<file path="config.mk">
export PLATFORM = sky130hd
export DESIGN_NAME = spi_fifo_tx
export DESIGN_NICKNAME = d
export VERILOG_FILES = /design/src/logic/spi_fifo_pkg.sv /design/src/logic/spi_fifo_tx.sv /design/src/logic/spi_serializer.sv /design/src/logic/sclk_gen.sv /design/src/logic/tx_fifo.sv
export SDC_FILE = /design/constraint.sdc
export NUM_CORES = 1
export LEC_CHECK = 0
export ABC_AREA = 1
export BUFFER_PORTS_ARGS = -buffer_cell sky130_fd_sc_hd__buf_4
export CAP_MARGIN = 0
export CORE_MARGIN = 1.5
export CORE_UTILIZATION = 30
export CTS_BUF_LIST = sky130_fd_sc_hd__clkbuf_8 sky130_fd_sc_hd__clkbuf_16
export CTS_CLUSTER_DIAMETER = 50
export DETAILED_ROUTE_END_ITERATION = 12
export PLACE_DENSITY = 0.43
export SYNTH_ARGS = -nofsm -noshare
export SYNTH_HDL_FRONTEND = slang
export SYNTH_SLANG_ARGS = --single-unit
</file>
<file path="constraint.sdc">
create_clock -name clk -period 3.2 [get_ports clk]
set_input_delay 0.16 -clock clk [delete_from_list [all_inputs] [get_ports clk]]
set_output_delay 0.16 -clock clk [all_outputs]
set_load 0.01 [all_outputs]
</file>
<file path="src/logic/spi_fifo_pkg.sv">
/*
 * Shared widths, depth and types of the FIFO-fed SPI transmitter.
 * FIFO_DEPTH must stay a power of two because the FIFO pointers wrap
 * by plain overflow, and ADDR_WIDTH must equal its log2.
 * BIT_COUNT_WIDTH must be wide enough to hold DATA_WIDTH itself.
 */
`default_nettype none

package spi_fifo_pkg;

    // number of bits shifted out per word
    localparam int DATA_WIDTH = 8;

    // number of words the transmit FIFO can hold
    localparam int FIFO_DEPTH = 8;

    // read and write pointer width of the FIFO
    localparam int ADDR_WIDTH = 3;

    // the bit counter runs from DATA_WIDTH down to 0, so it needs one extra bit
    localparam int BIT_COUNT_WIDTH = 4;

    // one data word as written by the host and shifted onto mosi
    typedef logic [DATA_WIDTH-1:0] data_t;

    // serializer FSM states, encoded 0 to 4 in this order
    typedef enum logic [2:0] {
        ST_IDLE,
        ST_READ_EN,
        ST_LOAD,
        ST_SHIFT,
        ST_COMPLETE
    } serializer_state_t;

endpackage

`default_nettype wire
</file>
<file path="src/logic/spi_fifo_tx.sv">
/*
 * FIFO-fed SPI transmitter, top level.
 * The writer pulses wr_en for one cycle per word and must watch full,
 * since writes while full are dropped without notice.
 * sclk idles low and mosi changes on its falling edge (SPI mode 0).
 * done pulses once per word after its last bit.
 */
`timescale 1ns/100ps
`default_nettype none

module spi_fifo_tx (
    input  logic                              clk,
    input  logic                              rst,
    input  logic                              wr_en,
    input  logic [spi_fifo_pkg::DATA_WIDTH-1:0] wr_data,
    output logic                              full,
    output logic                              empty,
    output logic                              sclk,
    output logic                              mosi,
    output logic                              done
);

    import spi_fifo_pkg::*;

    // FIFO read side towards the serializer
    data_t read_data;
    logic  read_en;

    // link between the serializer and the serial clock generator
    logic sclk_enable;
    logic sclk_fall;

    tx_fifo i_fifo (
        .clk       (clk),
        .rst       (rst),
        .wr_en     (wr_en),
        .wr_data   (wr_data),
        .read_en   (read_en),
        .read_data (read_data),
        .full      (full),
        .empty     (empty)
    );

    sclk_gen i_sclk_gen (
        .clk         (clk),
        .rst         (rst),
        .sclk_enable (sclk_enable),
        .sclk        (sclk),
        .sclk_fall   (sclk_fall)
    );

    spi_serializer i_serializer (
        .clk         (clk),
        .rst         (rst),
        .empty       (empty),
        .read_data   (read_data),
        .sclk_fall   (sclk_fall),
        .read_en     (read_en),
        .sclk_enable (sclk_enable),
        .mosi        (mosi),
        .done        (done)
    );

endmodule

`default_nettype wire

</file>
<file path="src/logic/spi_serializer.sv">
/*
 * SPI serializer FSM, the consumer side of the transmit FIFO.
 * Sequence per word is idle, read-enable, load, shift and complete.
 * The word is shifted MSB first, one bit per sclk period, and mosi
 * changes on the edge where sclk falls, so it is stable at every rise.
 * There is no back-pressure. The next word starts as soon as the FSM
 * is back in idle and the FIFO is not empty.
 */
`timescale 1ns/100ps
`default_nettype none

module spi_serializer (
    input  logic                clk,
    input  logic                rst,
    input  logic                empty,
    input  spi_fifo_pkg::data_t read_data,
    input  logic                sclk_fall,
    output logic                read_en,
    output logic                sclk_enable,
    output logic                mosi,
    output logic                done
);

    import spi_fifo_pkg::*;

    serializer_state_t state;
    serializer_state_t next_state;

    // payload being shifted out, MSB goes first
    data_t shift_reg;

    // bits still to be sent in the current word
    logic [BIT_COUNT_WIDTH-1:0] bit_count;

    // state register
    always_ff @(posedge clk or posedge rst) begin
        if (rst) begin
            state <= ST_IDLE;
        end else begin
            state <= next_state;
        end
    end

    // next state logic
    always_comb begin
        next_state = state;
        case (state)
            ST_IDLE: begin
                // any word waiting in the FIFO starts a transfer
                if (!empty) begin
                    next_state = ST_READ_EN;
                end
            end
            ST_READ_EN: begin
                next_state = ST_LOAD;
            end
            ST_LOAD: begin
                next_state = ST_SHIFT;
            end
            ST_SHIFT: begin
                // the counter reaches 0 on the last falling sclk edge
                if (bit_count == '0) begin
                    next_state = ST_COMPLETE;
                end
            end
            ST_COMPLETE: begin
                next_state = ST_IDLE;
            end
            default: begin
                next_state = ST_IDLE;
            end
        endcase
    end

    // the pop strobe is registered so that it lines up with the load state
    always_ff @(posedge clk or posedge rst) begin
        if (rst) begin
            read_en <= 1'b0;
        end else begin
            read_en <= (state == ST_READ_EN);
        end
    end

    // enable for the serial clock covers exactly the shift state
    always_ff @(posedge clk or posedge rst) begin
        if (rst) begin
            sclk_enable <= 1'b0;
        end else begin
            sclk_enable <= (next_state == ST_SHIFT);
        end
    end

    // head word is captured at the same edge that pops it from the FIFO
    always_ff @(posedge clk) begin
        if (state == ST_LOAD) begin
            shift_reg <= read_data;
        end else if ((state == ST_SHIFT) && sclk_fall) begin
            shift_reg <= {shift_reg[DATA_WIDTH-2:0], 1'b0};
        end
    end

    // counter is loaded with the word length and counts falling sclk edges
    always_ff @(posedge clk or posedge rst) begin
        if (rst) begin
            bit_count <= '0;
        end else if (state == ST_LOAD) begin
            bit_count <= BIT_COUNT_WIDTH'(DATA_WIDTH);
        end else if ((state == ST_SHIFT) && sclk_fall && (bit_count != '0)) begin
            bit_count <= bit_count - 1'b1;
        end
    end

    // the line is driven only while shifting and rests low otherwise
    assign mosi = (state == ST_SHIFT) && shift_reg[DATA_WIDTH-1];

    // done pulses for the single cycle after the complete state
    always_ff @(posedge clk or posedge rst) begin
        if (rst) begin
            done <= 1'b0;
        end else begin
            done <= (state == ST_COMPLETE);
        end
    end

endmodule

`default_nettype wire

</file>
<file path="src/logic/sclk_gen.sv">
/*
 * Serial clock generator.
 * clk_div toggles on every clock, and sclk toggles on the edge that
 * follows a cycle with clk_div high, so one sclk period is 4 clocks.
 * sclk parks low one clock after sclk_enable drops.
 * sclk_fall is combinational and marks the cycle whose closing edge
 * takes sclk from 1 to 0.
 */
`timescale 1ns/100ps
`default_nettype none

module sclk_gen (
    input  logic clk,
    input  logic rst,
    input  logic sclk_enable,
    output logic sclk,
    output logic sclk_fall
);

    // free running divide-by-two phase
    logic clk_div;

    always_ff @(posedge clk or posedge rst) begin
        if (rst) begin
            clk_div <= 1'b0;
        end else begin
            clk_div <= ~clk_div;
        end
    end

    // sclk only moves on the falling phase of the divider while enabled
    always_ff @(posedge clk or posedge rst) begin
        if (rst) begin
            sclk <= 1'b0;
        end else if (!sclk_enable) begin
            // return to the idle level and hold there
            sclk <= 1'b0;
        end else if (clk_div) begin
            sclk <= ~sclk;
        end
    end

    // a high sclk drops at the next edge either through a toggle or by being parked
    assign sclk_fall = sclk && (clk_div || !sclk_enable);

endmodule

`default_nettype wire

</file>
<file path="src/logic/tx_fifo.sv">
/*
 * First-word-fall-through transmit FIFO.
 * The head entry is visible on read_data whenever empty is low.
 * A write while full is dropped, even if a pop happens in the same cycle.
 * A pop while empty is ignored. The storage array has no reset.
 */
`timescale 1ns/100ps
`default_nettype none

module tx_fifo (
    input  logic                clk,
    input  logic                rst,
    input  logic                wr_en,
    input  spi_fifo_pkg::data_t wr_data,
    input  logic                read_en,
    output spi_fifo_pkg::data_t read_data,
    output logic                full,
    output logic                empty
);

    import spi_fifo_pkg::*;

    // storage array, one word per entry
    data_t mem [FIFO_DEPTH];

    // pointers wrap on their own since the depth is a power of two
    logic [ADDR_WIDTH-1:0] wr_ptr;
    logic [ADDR_WIDTH-1:0] rd_ptr;

    // occupancy needs one bit more than the pointers to tell full from empty
    logic [ADDR_WIDTH:0] count;

    // accepted operations after flag qualification
    logic push;
    logic pop;

    assign push = wr_en && !full;
    assign pop  = read_en && !empty;

    // flags come straight from the occupancy count
    assign full  = (count == (ADDR_WIDTH + 1)'(FIFO_DEPTH));
    assign empty = (count == '0);

    // head entry falls through to the reader without a read strobe
    assign read_data = mem[rd_ptr];

    // the array is written only on an accepted push
    always_ff @(posedge clk) begin
        if (push) begin
            mem[wr_ptr] <= wr_data;
        end
    end

    // write pointer moves past the slot just written
    always_ff @(posedge clk or posedge rst) begin
        if (rst) begin
            wr_ptr <= '0;
        end else if (push) begin
            wr_ptr <= wr_ptr + 1'b1;
        end
    end

    // read pointer advances on a pop so the next head shows a cycle later
    always_ff @(posedge clk or posedge rst) begin
        if (rst) begin
            rd_ptr <= '0;
        end else if (pop) begin
            rd_ptr <= rd_ptr + 1'b1;
        end
    end

    // count only moves when exactly one side is active
    always_ff @(posedge clk or posedge rst) begin
        if (rst) begin
            count <= '0;
        end else begin
            case ({push, pop})
                2'b10: count <= count + 1'b1;
                2'b01: count <= count - 1'b1;
                default: count <= count;
            endcase
        end
    end

endmodule

`default_nettype wire

</file>
==> results.toml <==
[outcome]
status = "complete, no violations"

[floorplanning]
rows = 42
fp.coreArea_um2 = 13200
dieArea_um2 = 14300
io_pins = 16
die_h_um = 119
die_w_um = 119
start_util_pct = 30.7

[synthesis]
ys_warn_count = 0
synthCells = 361
syn_area_per_cell_um2 = 11.3
yosys.cell_types.count = 29
synth_area_um2 = 4070
syn_nets = 379
ys_ff_latch = 94
seq_area_frac_synth_pct = 66.7

[pwr]
p_per_area_nw_per_um2 = 939
p_leak_nw = 1.78
ir_worst_vdd_v = 0.000371

[sta]
fin_skew_ns = 0.00865
whs_ns = 0.0121
setup_ws_ns = 1.25
setup_tns_ns = 0
max_freq_ghz = 0.513
relSlewSlack_pct = 40.6
worst_pin_slew_ns = 0.890
setup_viol = 0
final.min_clock_period_ns = 1.95
rsz0062_at_grt = "no"
finalCritPeriodShare_pct = 61.0
finalHoldViolations = 0
maxSlewViolCount = 0

[worst_setup_path]
crit_path_max_fanout = 5
worst-setup-path-type = "register to register"
crit_path_start_kind = "register"
cp-end-kind = "register"
cp_data_arrival_time_ns = 2.21
required_ns = 3.46

[detailed_routing]
num_vias = 2461
dr.pass1.iters = 5
wire_per_inst_um = 15.5
drt_wl_total_um = 8700
drc = 0
vias_per_cell = 4.39
drt_iter0_markers = 184
postRouteAntennaNets = 0

[finish]
finalNetCount = 397
layout-drive-gt1-share_pct = 14.1
design_area_um2 = 4580
layout_commonest_cell = "nor2_1"
regArea_um2 = 2710
mostFrequentLayoutCells = "78 x nor2_1, 72 x edfxtp_1, 43 x nand2_1"
syn_to_final_growth_pct = 12.7
n_fill_cell = 1364
multi_input_area_um2 = 1120
largest_register_ffs = 64
antenna_cells = 0

[global_route]
grt_pass1_wl_um = 14200
antenna_found_initial = 0
track_usage_pct = 13.5
grt_pass1_vias = 2540
overflow = 0
grt_max_degree = 34

[clock_tree]
post_cts_buffers = 0
cts_resized = 0
cts_max_level = 3
clk_latency_ns = 0.34
cts_hold_buffers = 0
cts_tree = "done"
cts.sinks = 94
cts_root_buffer = "clkbuf_16"
cts_buffers = 9
cts_buffer_depth = 2
clk_pin_slew_ns = 0.07

[placement]
dp_worst_setup_slack_ns = 1.23
postPlaceCellArea_um2 = 4300
port_buffers = 15
dp_hpwl_um = 5400
gp_congestion = 0.746

[worst_hold_path]
worst_hold_path_type = "input port to async pin"

[flow_run]
max-cap-violations = 0
-- logic make-up after synthesis --
logic type / synth area share [%]
buf+inv: 5.85
flops: 66.7
fa+ha+maj: 2.15
simple gates: 17.8
xor+xnor: 1.51
compound gates: 5.97
-- worst max-delay path: stages (launching register included) --
cell and delay [ns]:
dfrtp_1 0.43, nor2_2 0.20, nand3_2 0.11, nand2_2 0.10, inv_2 0.06, ha_1 0.23, nand2_1 0.08, inv_1 0.04
nor2_1 0.12, ha_1 0.16, a21oi_1 0.05, xor2_1 0.16, o21ai_0 0.14
-- synth_stat cells (all sizes together) --
cell type  number  area (um^2)
nand3          33          188
a21oi           4         20.0
edfxtp         72         2160
ha              7         87.6
nand2          47          191
dfrtp          22          551
clkinv          1         3.75
inv            27          109
nor2           85          337
o21ai          39          195
o31ai           1         7.51
xor2            5         43.8
o22ai           2         12.5
or2             1         8.76
xnor2           2         17.5
o211ai          1         7.51
buf            12          125
-- metrics by stage --
step	total power (W)	std cells	util, %
5_1_grt	0.00466	560	34.6
3_5_place_dp	0.00334	544	32.5
2_1_floorplan	0.00301	361	-
4_1_cts	0.00437	560	34.6
3_3_place_gp	0.00334	544	32.5
6_report	0.00431	560	34.6
-- final timing paths --
| kind | startpoint | end | slack, ns | depth (start not counted) |
|---|---|---|---|---|
| setup / recovery | i_fifo.count[0] | i_fifo.count[2] | 1.25 | 12 |
| hold / removal | rst | i_fifo.count[1] | 0.01 | 2 |
| setup reg to reg | i_fifo.count[0] | i_fifo.count[2] | 1.25 | 12 |
| hold reg to reg | i_sclk_gen.clk_div | i_sclk_gen.clk_div | 0.44 | 1 |
| max in group asynchronous | rst | i_fifo.wr_ptr[2] | 2.64 | 2 |
| min in group clk | wr_data[6] | i_fifo.mem[3][6] | 0.05 | 1 |
-- layout make-up --
cell class,instances,share of cell area [%]
clock buffers,9,4.91
clock inverters,7,1.20
inverters,28,2.46
multi-input cells,227,24.3
flip-flops and latches,94,59.2
well taps,176,4.80
repair buffers,19,3.11
-- layer usage --
| metal | GRT usage [%] | part of all wire [%] | routed length [um] |
|---|---|---|---|
| met2 | 22.5 | 49 | 4230 |
| met3 | 2.63 | 2.1 | 185 |
| met5 | 0 | 0 | 0 |
| met4 | 5.36 | 0.90 | 78 |
| met1 | 17.4 | 48 | 4200 |
-- power breakdown --
group	internal, W	leakage (nW)	switching [W]
Clock	0.000537	0.140	0.000481
Combinational	0.000486	0.725	0.000953
Sequential	0.00165	0.920	0.000195
Power figures use the tool's default switching activity.
